===== src/memctl_config.svh =====
// Memory map, GPIO width and SPI command codes for the memory controller
// Shared by the SPI engine, the access arbiter and the top level
`ifndef MEMCTL_CONFIG_SVH
`define MEMCTL_CONFIG_SVH

// Addresses below this go to flash, the rest to RAM
`define MEMCTL_FLASH_SIZE    32'h0000_2000

// Single GPIO output register
`define MEMCTL_GPIO_ADDR     32'h4000_1000
`define MEMCTL_GPIO_WIDTH    5

// Serial memory commands, same codes for flash and RAM
`define MEMCTL_CMD_READ      8'h03
`define MEMCTL_CMD_WRITE     8'h02

// Address bits sent after the command byte
`define MEMCTL_SPI_ADDR_BITS 24

`endif

===== src/memctl_pkg.sv =====
// Shared types for the memory controller
// SPI shift word seen as one word or as four wire bytes
`default_nettype none

package memctl_pkg;

    // Top byte leaves first on the wire
    typedef union packed {
        logic [31:0]     word;
        logic [3:0][7:0] bytes;
    } spi_word_u;

endpackage

`default_nettype wire


===== src/mem_ctl.sv =====
// Memory controller top level for flash and RAM on one SPI bus
// Arbiter, lane aligner and SPI engine, chip select fan-out
`timescale 1ns/1ps
`default_nettype none

`include "memctl_config.svh"

module mem_ctl
    import memctl_pkg::*;
(
    input  logic                          clk,
    input  logic                          rst_n,
    input  logic [31:0]                   instr_addr,
    output logic [31:0]                   instr_data,
    output logic                          instr_ready,
    input  logic [31:0]                   mem_addr,
    input  logic [31:0]                   mem_wdata,
    input  logic [2:0]                    mem_flag,
    input  logic                          mem_we,
    input  logic                          mem_re,
    output logic [31:0]                   mem_rdata,
    output logic                          mem_ready,
    output logic [`MEMCTL_GPIO_WIDTH-1:0] gpio_out,
    output logic                          flash_cs_n,
    output logic                          ram_cs_n,
    output logic                          spi_sclk,
    output logic                          spi_mosi,
    input  logic                          spi_miso
);

    logic                             spi_start;
    logic                             spi_abort;
    logic [7:0]                       spi_cmd;
    logic [`MEMCTL_SPI_ADDR_BITS-1:0] spi_addr;
    logic [5:0]                       spi_len;
    spi_word_u                        spi_wdata;
    spi_word_u                        spi_rdata;
    logic                             spi_done;
    logic                             spi_cs_n;
    logic                             spi_route_flash;
    spi_word_u                        wire_wdata;
    logic [5:0]                       data_len;
    logic [31:0]                      load_data;
    logic [31:0]                      instr_word;

    // One engine chip select, steered by the latched region
    assign flash_cs_n = spi_route_flash ? spi_cs_n : 1'b1;
    assign ram_cs_n   = spi_route_flash ? 1'b1 : spi_cs_n;

    access_arbiter u_arbiter (
        .clk             (clk),
        .rst_n           (rst_n),
        .instr_addr      (instr_addr),
        .mem_addr        (mem_addr),
        .mem_wdata       (mem_wdata),
        .mem_we          (mem_we),
        .mem_re          (mem_re),
        .load_data       (load_data),
        .instr_word      (instr_word),
        .wire_wdata      (wire_wdata),
        .data_len        (data_len),
        .spi_done        (spi_done),
        .instr_data      (instr_data),
        .instr_ready     (instr_ready),
        .mem_rdata       (mem_rdata),
        .mem_ready       (mem_ready),
        .gpio_out        (gpio_out),
        .spi_start       (spi_start),
        .spi_abort       (spi_abort),
        .spi_cmd         (spi_cmd),
        .spi_addr        (spi_addr),
        .spi_len         (spi_len),
        .spi_wdata       (spi_wdata),
        .spi_route_flash (spi_route_flash)
    );

    lane_align u_lane_align (
        .mem_flag   (mem_flag),
        .mem_wdata  (mem_wdata),
        .raw        (spi_rdata),
        .wire_wdata (wire_wdata),
        .data_len   (data_len),
        .load_data  (load_data),
        .instr_word (instr_word)
    );

    spi_master u_spi_master (
        .clk      (clk),
        .rst_n    (rst_n),
        .start    (spi_start),
        .abort    (spi_abort),
        .cmd      (spi_cmd),
        .addr     (spi_addr),
        .data_len (spi_len),
        .wdata    (spi_wdata),
        .miso     (spi_miso),
        .rdata    (spi_rdata),
        .done     (spi_done),
        .sclk     (spi_sclk),
        .cs_n     (spi_cs_n),
        .mosi     (spi_mosi)
    );

endmodule

`default_nettype wire


===== src/access_arbiter.sv =====
// Access FSM for the shared SPI bus: data over fetch, fetch abort,
// region select and the local GPIO register
`timescale 1ns/1ps
`default_nettype none

`include "memctl_config.svh"

module access_arbiter
    import memctl_pkg::*;
(
    input  logic                              clk,
    input  logic                              rst_n,
    input  logic [31:0]                       instr_addr,
    input  logic [31:0]                       mem_addr,
    input  logic [31:0]                       mem_wdata,
    input  logic                              mem_we,
    input  logic                              mem_re,
    input  logic [31:0]                       load_data,
    input  logic [31:0]                       instr_word,
    input  spi_word_u                         wire_wdata,
    input  logic [5:0]                        data_len,
    input  logic                              spi_done,
    output logic [31:0]                       instr_data,
    output logic                              instr_ready,
    output logic [31:0]                       mem_rdata,
    output logic                              mem_ready,
    output logic [`MEMCTL_GPIO_WIDTH-1:0]     gpio_out,
    output logic                              spi_start,
    output logic                              spi_abort,
    output logic [7:0]                        spi_cmd,
    output logic [`MEMCTL_SPI_ADDR_BITS-1:0]  spi_addr,
    output logic [5:0]                        spi_len,
    output spi_word_u                         spi_wdata,
    output logic                              spi_route_flash
);

    localparam logic [1:0] ST_IDLE   = 2'd0;
    localparam logic [1:0] ST_ACTIVE = 2'd1;
    localparam logic [1:0] ST_STOP   = 2'd2;

    logic [1:0]  state;
    logic        data_pend;
    logic        pend_we;
    logic        is_fetch;
    logic        instr_valid;
    logic [31:0] fetch_addr;

    logic data_pulse;
    logic gpio_hit;
    logic spi_pulse;
    logic data_req;
    logic req_we;
    logic fetch_hit;
    logic start_data;
    logic start_fetch;
    logic abort_now;
    logic fetch_done;
    logic data_done;

    assign data_pulse = mem_re || mem_we;
    assign gpio_hit   = (mem_addr == `MEMCTL_GPIO_ADDR);
    assign spi_pulse  = data_pulse && !gpio_hit;

    // The request pulse lasts one cycle, so it is held in data_pend
    assign data_req = spi_pulse || data_pend;
    assign req_we   = data_pend ? pend_we : mem_we;

    // Drops as soon as the core moves to another address
    assign fetch_hit   = instr_valid && (instr_addr == fetch_addr);
    assign instr_ready = fetch_hit;

    assign start_data  = (state == ST_IDLE) && data_req;
    assign start_fetch = (state == ST_IDLE) && !data_req && !fetch_hit;
    assign abort_now   = (state == ST_ACTIVE) && is_fetch && spi_pulse;
    assign fetch_done  = (state == ST_ACTIVE) && is_fetch && spi_done && !abort_now;
    assign data_done   = (state == ST_ACTIVE) && !is_fetch && spi_done;

    always_ff @(posedge clk or negedge rst_n) begin
        if (!rst_n) begin
            state           <= ST_IDLE;
            data_pend       <= 1'b0;
            pend_we         <= 1'b0;
            is_fetch        <= 1'b0;
            instr_valid     <= 1'b0;
            mem_ready       <= 1'b0;
            spi_start       <= 1'b0;
            spi_abort       <= 1'b0;
            spi_route_flash <= 1'b1;
            gpio_out        <= '0;
        end else begin
            spi_start <= 1'b0;
            spi_abort <= 1'b0;
            mem_ready <= 1'b0;

            // GPIO is answered locally, a running fetch goes on
            if (data_pulse && gpio_hit) begin
                mem_ready <= 1'b1;
                if (mem_we) begin
                    gpio_out <= mem_wdata[`MEMCTL_GPIO_WIDTH-1:0];
                end
            end

            if (spi_pulse) begin
                data_pend <= 1'b1;
                pend_we   <= mem_we;
            end

            case (state)
                ST_IDLE: begin
                    if (start_data) begin
                        spi_start       <= 1'b1;
                        is_fetch        <= 1'b0;
                        // Constant data may live in flash
                        spi_route_flash <= (mem_addr < `MEMCTL_FLASH_SIZE);
                        state           <= ST_ACTIVE;
                    end else if (start_fetch) begin
                        spi_start       <= 1'b1;
                        is_fetch        <= 1'b1;
                        instr_valid     <= 1'b0;
                        spi_route_flash <= 1'b1;
                        state           <= ST_ACTIVE;
                    end
                end
                ST_ACTIVE: begin
                    if (abort_now) begin
                        spi_abort <= 1'b1;
                        state     <= ST_STOP;
                    end else if (fetch_done) begin
                        instr_valid <= 1'b1;
                        state       <= ST_IDLE;
                    end else if (data_done) begin
                        mem_ready <= 1'b1;
                        data_pend <= 1'b0;
                        state     <= ST_IDLE;
                    end
                end
                // Chip select goes high here before the route may change
                ST_STOP: state <= ST_IDLE;
                default: state <= ST_IDLE;
            endcase
        end
    end

    // Transfer setup and returned data
    always_ff @(posedge clk) begin
        if (start_data) begin
            spi_cmd   <= req_we ? `MEMCTL_CMD_WRITE : `MEMCTL_CMD_READ;
            spi_addr  <= mem_addr[`MEMCTL_SPI_ADDR_BITS-1:0];
            spi_len   <= data_len;
            spi_wdata <= wire_wdata;
        end else if (start_fetch) begin
            spi_cmd    <= `MEMCTL_CMD_READ;
            spi_addr   <= instr_addr[`MEMCTL_SPI_ADDR_BITS-1:0];
            spi_len    <= 6'd32;
            spi_wdata  <= '0;
            fetch_addr <= instr_addr;
        end

        if (fetch_done) begin
            instr_data <= instr_word;
        end

        if (data_done && !pend_we) begin
            mem_rdata <= load_data;
        end else if (data_pulse && gpio_hit && !mem_we) begin
            mem_rdata <= {{(32-`MEMCTL_GPIO_WIDTH){1'b0}}, gpio_out};
        end
    end

endmodule

`default_nettype wire


===== src/lane_align.sv =====
// Byte lane alignment between core words and SPI wire order
// Also picks the transfer length from funct3
`timescale 1ns/1ps
`default_nettype none

module lane_align
    import memctl_pkg::*;
(
    input  logic [2:0]  mem_flag,
    input  logic [31:0] mem_wdata,
    input  spi_word_u   raw,
    output spi_word_u   wire_wdata,
    output logic [5:0]  data_len,
    output logic [31:0] load_data,
    output logic [31:0] instr_word
);

    // Unknown funct3 values fall back to a word
    always_comb begin
        case (mem_flag)
            3'b000, 3'b100: data_len = 6'd8;
            3'b001, 3'b101: data_len = 6'd16;
            default:        data_len = 6'd32;
        endcase
    end

    // Lowest address byte goes out first
    always_comb begin
        for (int i = 0; i < 4; i++) begin
            wire_wdata.bytes[3-i] = mem_wdata[8*i +: 8];
        end
    end

    // Received bytes sit right-aligned, first byte highest
    assign instr_word = {raw.bytes[0], raw.bytes[1], raw.bytes[2], raw.bytes[3]};

    // Narrow loads are zero-extended, signed or not
    always_comb begin
        case (data_len)
            6'd8:    load_data = {24'h0, raw.bytes[0]};
            6'd16:   load_data = {16'h0, raw.bytes[0], raw.bytes[1]};
            default: load_data = instr_word;
        endcase
    end

endmodule

`default_nettype wire


===== src/spi_master.sv =====
// Single-bit SPI mode-0 engine
// Sends command, address and a variable length data field, samples miso
`timescale 1ns/1ps
`default_nettype none

`include "memctl_config.svh"

module spi_master
    import memctl_pkg::*;
(
    input  logic                             clk,
    input  logic                             rst_n,
    input  logic                             start,
    input  logic                             abort,
    input  logic [7:0]                       cmd,
    input  logic [`MEMCTL_SPI_ADDR_BITS-1:0] addr,
    input  logic [5:0]                       data_len,
    input  spi_word_u                        wdata,
    input  logic                             miso,
    output spi_word_u                        rdata,
    output logic                             done,
    output logic                             sclk,
    output logic                             cs_n,
    output logic                             mosi
);

    localparam int FRAME_BITS = 8 + `MEMCTL_SPI_ADDR_BITS + 32;
    localparam int HDR_BITS   = 8 + `MEMCTL_SPI_ADDR_BITS;

    logic [FRAME_BITS-1:0] shreg;
    logic [5:0]            bit_cnt;
    logic                  busy;
    logic                  phase;
    logic                  launch;

    assign launch = start && !busy;

    // Bit under the low half of sclk
    assign mosi = busy ? shreg[FRAME_BITS-1] : 1'b0;

    // High half of the last bit; rdata already holds it
    assign done = busy && phase && (bit_cnt == 6'd0) && !abort;

    // Frame control
    always_ff @(posedge clk or negedge rst_n) begin
        if (!rst_n) begin
            busy    <= 1'b0;
            phase   <= 1'b0;
            sclk    <= 1'b0;
            cs_n    <= 1'b1;
            bit_cnt <= 6'd0;
        end else if (abort) begin
            // Drop the frame at once, no done
            busy  <= 1'b0;
            phase <= 1'b0;
            sclk  <= 1'b0;
            cs_n  <= 1'b1;
        end else if (launch) begin
            busy    <= 1'b1;
            phase   <= 1'b0;
            sclk    <= 1'b0;
            cs_n    <= 1'b0;
            bit_cnt <= data_len + 6'(HDR_BITS - 1);
        end else if (busy) begin
            if (!phase) begin
                // Rising edge, slave and master sample
                sclk  <= 1'b1;
                phase <= 1'b1;
            end else begin
                sclk  <= 1'b0;
                phase <= 1'b0;
                if (bit_cnt == 6'd0) begin
                    busy <= 1'b0;
                    cs_n <= 1'b1;
                end else begin
                    bit_cnt <= bit_cnt - 6'd1;
                end
            end
        end
    end

    // Shift registers
    always_ff @(posedge clk) begin
        if (launch) begin
            shreg      <= {cmd, addr, wdata.word};
            rdata.word <= '0;
        end else if (busy) begin
            if (!phase) begin
                // Received bits collect right-aligned
                rdata.word <= {rdata.word[30:0], miso};
            end else begin
                shreg <= {shreg[FRAME_BITS-2:0], 1'b0};
            end
        end
    end

endmodule

`default_nettype wire


===== config.mk =====
export PLATFORM = sky130hd
export DESIGN_NAME = mem_ctl
export DESIGN_NICKNAME = d
export VERILOG_FILES = /design/src/memctl_pkg.sv /design/src/mem_ctl.sv /design/src/access_arbiter.sv /design/src/lane_align.sv /design/src/spi_master.sv
export VERILOG_INCLUDE_DIRS = /design/src /design/src/src
export SDC_FILE = /design/constraint.sdc
export NUM_CORES = 1
export LEC_CHECK = 0
export ABC_AREA = 1
export ABC_CLOCK_PERIOD_IN_PS = 8500
export BUFFER_PORTS_ARGS = -buffer_cell sky130_fd_sc_hd__buf_4
export CAP_MARGIN = 20
export CORE_ASPECT_RATIO = 0.9
export CORE_MARGIN = 8
export CORE_UTILIZATION = 40
export DETAILED_ROUTE_END_ITERATION = 10
export PLACE_DENSITY_LB_ADDON = 0.12
export SLEW_MARGIN = 30
export SYNTH_ARGS = -nofsm -noshare
export SYNTH_HDL_FRONTEND = slang
export SYNTH_HIERARCHICAL = 1
export SYNTH_SLANG_ARGS = --single-unit

===== constraint.sdc =====
create_clock -name clk -period 8.5 [get_ports clk]
set_clock_uncertainty 0.2 [all_clocks]
set_input_delay 0.85 -clock clk [delete_from_list [all_inputs] [get_ports clk]]
set_output_delay 0.85 -clock clk [all_outputs]
set_load 0.02 [all_outputs]

# Word level (Yosys, flattened, before mapping)

Index checks and enable logic that the tools add are counted.

Bits of input ports: 104
Word-level logic and storage cells: 162
Register bits: 286

Eq/ne operators: 15
Bitwise operators: 3
Reductions and logical operators: 51
Order comparisons: 1
Multiplexer cells: 67
$add $sub $neg: 2

Operators by type and width:

| operator                                               | number |
|---|---|
| 2-to-1 mux 64 bit                                      | 3 |
| 2-to-1 mux 32 bit                                      | 4 |
| case mux 32 bit (2 select lines)                       | 1 |
| 2-to-1 mux 24 bit                                      | 2 |
| 2-to-1 mux 1 bit                                       | 41 |
| 2-to-1 mux 6 bit                                       | 6 |
| equality test 32 x 31 -> 1 bit (second input constant) | 1 |
| equality test 32 bit                                   | 1 |
| < comparator 32 x 14 -> 1 bit (second input constant)  | 1 |
| logical AND 1 bit                                      | 18 |
| 2-to-1 mux 8 bit                                       | 2 |
| case mux 6 bit (2 select lines)                        | 1 |
| AND reduction 2 bit                                    | 6 |
| 2-to-1 mux 2 bit                                       | 5 |
| nonzero test 2 bit                                     | 5 |
| zero test 1 bit                                        | 9 |
| nonzero test 3 bit                                     | 3 |
| adder 6 x 5 -> 6 bit (second input constant)           | 1 |
| equality test 3 bit (second input constant)            | 2 |
| equality test 6 x 4 -> 1 bit (second input constant)   | 1 |
| equality test 6 x 5 -> 1 bit (second input constant)   | 1 |
| zero test 6 bit                                        | 1 |
| != test 2 x 1 -> 1 bit (second input constant)         | 3 |
| subtractor 6 x 1 -> 6 bit (second input constant)      | 1 |
| 15 further kinds                                       | 20 |

# Logic depth before layout (Yosys ltp)

Gate-level depths: netlist of the first run.

Word-level depth: 10
Gate-level depth with buffers: 14
Gate-level depth less buffers: 14

# By module

Netlist of the first run, hierarchy kept.

Modules (own cells, without submodules):

| module         | cells each | times used | area an instance (sq um) | sequential area each (sq um) |
|---|---|---|---|---|
| access_arbiter | 688        | 1          | 7434.6                   | 5151.2 |
| spi_master     | 507        | 1          | 4514.3                   | 2788.9 |
| lane_align     | 166        | 1          | 1038.5                   | 0.0 |
| mem_ctl        | 4          | 1          | 15.0                     | 0.0 |

# Least setup slack after synthesis of the first run

Ideal clock, no wire load.

Path kind: in2reg
Start: in mem_addr[16]
End: reg u_arbiter.mem_rdata[0], enable pin
Buffers on the path: 0
Stages on the path: 9
Setup time: 0.466 ns
Path slack: 4.107 ns
Arrival: 3.728 ns
Required time: 7.834 ns
Cells stage by stage: inv_1 -> nand2_1 -> nor2_1 -> nand2_1 -> nor2_2 -> nand2_2 -> inv_1 -> nand2_1 -> o21ai_0

Word-level cells in the longest chain between the ends: 4

Ends and longest elaborated chain:

| item                                     | RTL line              | source |
|---|---|---|
| start, declared                          | mem_ctl.sv:16         | `input logic [31:0] mem_addr,` |
| equality test 32 x 31 -> 1 bit (no line) | --                    |  |
| logical AND 1 bit (2 in a row)           | access_arbiter.sv:165 | `end else if (data_pulse && gpio_hit && !mem_we) begin` |
| nonzero test 2 bit (no line)             | --                    |  |
| end signal, assigned                     | access_arbiter.sv:164 | `mem_rdata <= load_data;` |
| end signal, assigned                     | access_arbiter.sv:166 | `` mem_rdata <= {{(32-`MEMCTL_GPIO_WIDTH){1'b0}}, gpio_out}; `` |
| end, declared                            | access_arbiter.sv:25  | `output logic [31:0] mem_rdata,` |

No other way between the ends.
A chain may end at the register's enable or synchronous reset.

# Worst setup path in the final report of the first run

Start: in instr_addr[1]
End: out instr_ready

Word-level cells in the longest chain between the ends: 2

Ends and longest elaborated chain:

| item                 | RTL line             | source |
|---|---|---|
| start, declared      | mem_ctl.sv:13        | `input logic [31:0] instr_addr,` |
| equality test 32 bit | access_arbiter.sv:69 | `assign fetch_hit = instr_valid && (instr_addr == fetch_addr);` |
| logical AND 1 bit    | access_arbiter.sv:69 |  |
| end, declared        | mem_ctl.sv:15        | `output logic instr_ready,` |

No other way between the ends.

==> flow_summary.yaml, run 1 <==
final_layout:
  final_nets: 1580
  area_growth_pct: 16.8
  final_layout_size_suffix_gt1_share_pct: 19.4
  diodes: 0
critical_path:
  start_kind: "primary input"
  crit_path_max_incr_delay_ns: 0.25
  crit_buf_inv: 2
  crit_family: "simple AND/OR/NAND/NOR gates"
  path_class: "in2out"
  rrSetupSlack_ns: 5.33
  slowest_stage: "nor4b_1"
  cp_common_cell: "buf_4"
  worstPathMaxFanout: 4
  required_ns: 7.45
  path_cells: "buf_4 -> nand2_1 -> nand4_1 -> nor3_1 -> nor4b_1 -> nand3_1 -> nor2_1 -> buf_4"
  crit_arrival_ns: 2.20
  crit_path_end_kind: "primary output"
die:
  chipHeight_um: 187
  die_w_um: 206
  num_rows: 62
  core_um2: 32000
  die_area_um2: 38500
  io_pins: 179
  initial_core_util_pct: 40.7
synthesis:
  synth_edf_count: 223
  syn_inst: 1365
  synth_top_area_share_pct: 51.5
  synthTopCellsByArea: "edfxtp_1 (52%), nand2_1 (11%), inv_1 (5.9%)"
  synth_area_per_cell_um2: 9.53
  synth_most_common_cell: "nand2_1"
  syn-cell-area_um2: 13000
  synth-seq-cells: 279
  ys_top_cells_by_count: "nand2_1 (379), edfxtp_1 (223), inv_1 (204), nor2_1 (178), buf_4 (78)"
  synth_flop_cell: "edfxtp_1"
  synth_top_cell_by_area: "edfxtp_1"
  yosysWarnings: 6
  synth_cell_type_count: 47
  async_flop_share_pct: 8.60
  seq_area_frac_synth_pct: 61.1
grt:
  grt_first_pass_wirelength_mm: 48.7
  grt_pass1_vias: 8645
  grt_usage_pct: 15.6
  antenna_found_initial: 0
  grt_overflow: 0
  grt_max_degree: 92
cts:
  cts_made_buffers: 31
  path_clk_slew_ns: 0.05
  ctsRootBufferMaster: "clkbuf_16"
  clock_latency_ns: 0.57
  cts_sinks: 279
  cts_buffer_depth: 3
  cts_max_level: 1
  tritoncts: "done"
detailed_routing:
  via_count: 8791
  wirelength_mm: 30.4
  antenna_left: 0
  wl_per_cell_um: 15.9
  vias_per_cell: 4.59
  drtPass1Iterations: 5
  drt_iter0_drc: 615
  drc: 0
sta:
  finalCritPeriodShare_pct: 38.2
  slew_viol_final: 0
  rsz0062_at_grt: "false"
  finalSetupViolations: 0
  period_needed_ns: 3.25
  setup_tns_ns: 0
  slew-limit-headroom_pct: 41.3
  worst_pin_slew_ns: 0.881
  hold_viol_final: 0
  max_freq_ghz: 0.308
worst_hold_path:
  hp-class: "reg2reg"
outcome:
  status: "finished clean"
place:
  place.gp.congestion: 0.851
  io_buffers: 177
  dp_hpwl_mm: 21.0
power_and_ir_drop:
  leakage_nw: 6.91
  power_density_nw_per_um2: 327
  peakVddDrop_uv: 166
  power_mw: 4.96
job:
  drv_cap: 0
flip-flops by register name (all words and copies together) (netlist names), 2 cells and up:
| name | flops |
|---|---|
| u_arbiter/fetch_addr | 32 |
| u_arbiter/gpio_out | 5 |
| u_arbiter/instr_data | 32 |
| u_arbiter/mem_rdata | 32 |
| u_arbiter/spi_addr | 24 |
| u_arbiter/spi_len | 6 |
| u_arbiter/spi_wdata | 32 |
| u_arbiter/state | 2 |
| u_spi_master/bit_cnt | 6 |
| u_spi_master/rdata | 32 |
| u_spi_master/shreg | 64 |
cells by family (layout without fill, tap and decap cells):
kind of cell	Yosys count	in the layout	share of synthesized area, %
AND/OR/NAND/NOR	646	646	20.6
AO/OA/AOI/OAI	91	91	4.04
buffers and inverters	325	451	12.5
adder cells (fa/ha/maj)	3	3	0.289
multiplexers	10	10	0.866
XOR/XNOR	8	8	0.539
other	3	10	0.0866
flip-flops	279	279	61.1
power breakdown:
| group | switching, mW | internal, mW |
|---|---|---|
| registers | 0.243 | 2.12 |
| logic | 0.888 | 0.382 |
| clock network | 0.539 | 0.791 |
| total | 1.67 | 3.29 |
placed cells by master (no fill, tap or decap), types with 3 or more instances in the layout:
cell	Yosys	routed
xor2_1	3	3
buf_4	78	182
nand3_2	5	5
nand2_8	2	3
inv_1	204	203
nor3_1	7	7
xnor2_1	5	5
mux2_2	10	10
nand2_2	11	10
nand4_1	9	9
dfrtp_1	22	22
o21ai_0	66	65
nand2_1	379	379
nand3_1	37	37
nor2_1	178	178
ha_1	3	3
clkinvlp_4	0	3
clkinv_1	0	3
clkbuf_8	0	3
edfxtp_1	223	223
inv_2	3	3
clkbuf_1	7	9
o21ai_2	13	13
a21oi_1	4	4
bufinv_16	0	3
clkinv_2	0	6
conb_1	3	10
clkbuf_16	0	31
dfxtp_1	32	32
nor2_2	5	5
through the flow:
| step | area [um2] | std cells | setup slack, ns | util (%) | hold WS, ns |
|---|---|---|---|---|---|
| global route | 15200 | 1914 | 5.00 | 47.5 | 0.270 |
| floorplan | 13000 | 1372 | 4.11 | - | 0.234 |
| global placement | 14100 | 1853 | 4.80 | 44.1 | 0.249 |
| CTS | 15200 | 1914 | 5.24 | 47.5 | 0.268 |
| detailed placement | 14100 | 1855 | 4.77 | 44.3 | 0.264 |
| finish | 15200 | 1914 | 5.25 | 47.5 | 0.266 |
metal layers:
layer	GRT usage [%]	wire length, um	vias up
met5	0	0	-
met3	2.49	1620	42
met2	23.6	13500	207
li1	-	-	4442
met1	23.1	14700	4100
met4	3.49	625	0
final timing paths:
kind,cells past startpoint,endpoint,from
min,1,u_spi_master/phase$_DFFE_PN0P_,u_arbiter/spi_abort$_DFF_PN0_
max reg2reg,10,u_arbiter/mem_rdata[3]$_DFFE_PP_,u_spi_master/bit_cnt[0]$_DFFE_PN0P_
max in group asynchronous,2,u_spi_master/cs_n$_DFFE_PN1P_,rst_n
min reg2reg,1,u_spi_master/phase$_DFFE_PN0P_,u_arbiter/spi_abort$_DFF_PN0_
max,8,instr_ready,instr_addr[1]
min in group asynchronous,2,u_spi_master/bit_cnt[2]$_DFFE_PN0P_,rst_n
timing repair:
item                                   CTS  global route
buffers inserted                         0             0
hold buffers                             1             0
gates resized for setup                  0             0
endpoints found under the hold margin    6             0
final cells by class:
class                      instances  area, um2
timing repair buffer             185       1430
inverter                         208        787
multi-input combinational        768       3490
tap                              416        520
clock buffer                      43        851
clock inverter                    15        169
sequential                       279       7940
fill                            3056      16800
Power figures use the tool's default switching activity.
==> run 2, diff against run 1 <==
--- a/config.mk
+++ b/config.mk
@@ -7,7 +7,7 @@
 export NUM_CORES = 1
 export LEC_CHECK = 0
 export ABC_AREA = 1
-export ABC_CLOCK_PERIOD_IN_PS = 8500
+export ABC_CLOCK_PERIOD_IN_PS = 3400
 export BUFFER_PORTS_ARGS = -buffer_cell sky130_fd_sc_hd__buf_4
 export CAP_MARGIN = 20
 export CORE_ASPECT_RATIO = 0.9
==> constraint.sdc (replaced) <==
create_clock -name clk -period 3.4 [get_ports clk]
set_clock_uncertainty 0.2 [all_clocks]
set_input_delay 0.34 -clock clk [delete_from_list [all_inputs] [get_ports clk]]
set_output_delay 0.34 -clock clk [all_outputs]
set_load 0.02 [all_outputs]
==> run 2 against run 1 <==
Die area stayed put. Cell count is 4.4% higher. Clock power is 140% higher. Total power grew to 2.5 times the previous value. Register-to-register slack worse by 4.8 ns. Cell area is 5.0% higher. Non-clock buffer count is 84 higher. First-iteration DRC count is 1.1% higher. Clock-buffer cell count is 3 higher. Critical path type is now reg2reg. Critical endpoint is now u_spi_master/shreg[3]$_DFFE_PP_.
==> flow_summary.yaml, run 2 (synthesized netlist as in run 1, its figures left out) <==
sta:
  setup_tns_ns: 0
  slew_viol_final: 0
  slew-limit-headroom_pct: 47.8
  rsz0062_at_grt: "false"
  finalCritPeriodShare_pct: 85.3
  period_needed_ns: 2.90
  finalSetupViolations: 0
  worst_pin_slew_ns: 0.783
  timing.final.ws_setup_ns: 0.500
  max_freq_ghz: 0.345
  hold_viol_final: 0
critical_path:
  crit_path_end_kind: "flip-flop"
  crit_arrival_ns: 2.98
  path_class: "reg2reg"
  start_kind: "flip-flop"
  crit_start: "u_spi_master/busy$_DFF_PN0_"
  crit_end: "u_spi_master/shreg[3]$_DFFE_PP_"
  worstReg2RegEnd: "u_spi_master/shreg[3]$_DFFE_PP_"
  r2r-start: "u_spi_master/busy$_DFF_PN0_"
  worstPathMaxFanout: 44
  rrSetupSlack_ns: 0.50
  required_ns: 3.48
  reg2regPathDepth: 6
outcome:
  status: "finished clean"
cts:
  clock_latency_ns: 0.56
  tritoncts: "done"
  ctsHoldBuffers: 78
  ctsRootBufferMaster: "clkbuf_16"
  path_clk_slew_ns: 0.06
  postCtsSetupRepairBufs: 0
  cts_max_level: 1
  cts_resized: 0
  cts_sinks: 279
  cts_made_buffers: 31
  cts_buffer_depth: 3
detailed_routing:
  vias_per_cell: 4.55
  drc: 0
  wl_per_cell_um: 15.7
  drtPass1Iterations: 7
  via_count: 9092
  antenna_left: 0
  drt_iter0_drc: 622
  wirelength_mm: 31.3
power_and_ir_drop:
  leakage_nw: 7.25
  power_density_nw_per_um2: 779
  peakVddDrop_uv: 395
grt:
  antenna_found_initial: 0
  grt_pass1_vias: 8980
  grt_first_pass_wirelength_mm: 49.5
  grt_overflow: 0
  grt_usage_pct: 16.0
  grt_max_degree: 72
place:
  io_buffers: 177
  dp_hpwl_mm: 21.5
  place.gp.congestion: 0.844
  place_ws_ns: 0.724
  placed_cells: 1862
die:
  chipHeight_um: 187
  initial_core_util_pct: 40.7
  core_um2: 32000
  io_pins: 179
  num_rows: 62
  die_w_um: 206
  die_area_um2: 38500
final_layout:
  largest_reg_flops: 64
  mostFrequentLayoutCells: "nand2_1 (379), edfxtp_1 (223), inv_1 (203)"
  area_growth_pct: 22.7
  layout.cells.non_filler: 1998
  final_layout_size_suffix_gt1_share_pct: 18.8
  ff_latch_area_um2: 7940
  diodes: 0
  n_fill_cell: 2918
  final_nets: 1664
  multi_input_area_um2: 3480
  final_common_cell: "nand2_1"
  top_register: "u_spi_master/shreg"
job:
  drv_cap: 0
worst_hold_path:
  hp-class: "in2reg"
run 2: cell types whose count changed in the layout (fill, tap and decap cells not counted), moves of 2 or more:
cell | before | now
clkbuf_16 | 31 | 34
bufinv_16 | 3 | 0
buf_16 | 2 | 0
buf_12 | 0 | 2
dlygate4sd3_1 | 1 | 78
buf_4 | 182 | 189
run 2: area by class of cell:
type	count	area share, %
clock buffer	46	5.74
clock inverter	12	0.416
inverter	208	4.93
multi-input combinational	768	21.8
sequential	279	49.8
tap	416	3.26
timing repair buffer	269	14.0
run 2: worst min-delay path by stage:
stage | startpoint | to | slack (ns) | cells after the start
floorplan | rst_n | u_arbiter/data_pend$_DFF_PN0_ | -0.16 | 0
global placement | rst_n | u_arbiter/state[1]$_DFFE_PN0P_ | 0.08 | 1
detailed placement | rst_n | u_arbiter/state[1]$_DFFE_PN0P_ | 0.08 | 1
CTS | mem_addr[7] | u_arbiter/spi_addr[7]$_DFFE_PP_ | 0.001 | 3
global route | mem_addr[11] | u_arbiter/spi_addr[11]$_DFFE_PP_ | 0.02 | 3
finish | mem_addr[11] | u_arbiter/spi_addr[11]$_DFFE_PP_ | 0.02 | 3
run 2: critical path, cell delays in order (launching register included):
cell,delay (ns)
dfrtp_1,0.45
inv_2,0.10
nor2_4,0.55
inv_2,0.07
nand2_1,0.11
clkinv_2,0.59
buf_4,0.51
run 2: metrics by stage:
stage	util, %	instance area (um2)	total power, mW	hold slack [ns]
3_3_place_gp	44.4	14200	9.18	0.0799
4_1_cts	49.9	15900	12.6	0.00145
2_1_floorplan	-	13000	8.49	-0.156
5_1_grt	49.9	16000	13.3	0.0203
3_5_place_dp	44.4	14200	9.28	0.0790
6_report	49.9	16000	12.4	0.0165
run 2: metal layers:
metal / vias to the layer above / track usage, % / wire length [um]
met5: - / 0 / 0
met4: 0 / 3.03 / 483
met3: 34 / 2.94 / 1980
met2: 232 / 24.6 / 14200
met1: 4215 / 23.4 / 14700
li1: 4611 / - / -
run 2: power by group:
group          switching [mW]  internal (mW)  total [mW]
clock network            1.32           1.86        3.18
registers               0.591           5.30        5.89
logic                    2.26           1.09        3.35
total                    4.18           8.25        12.4
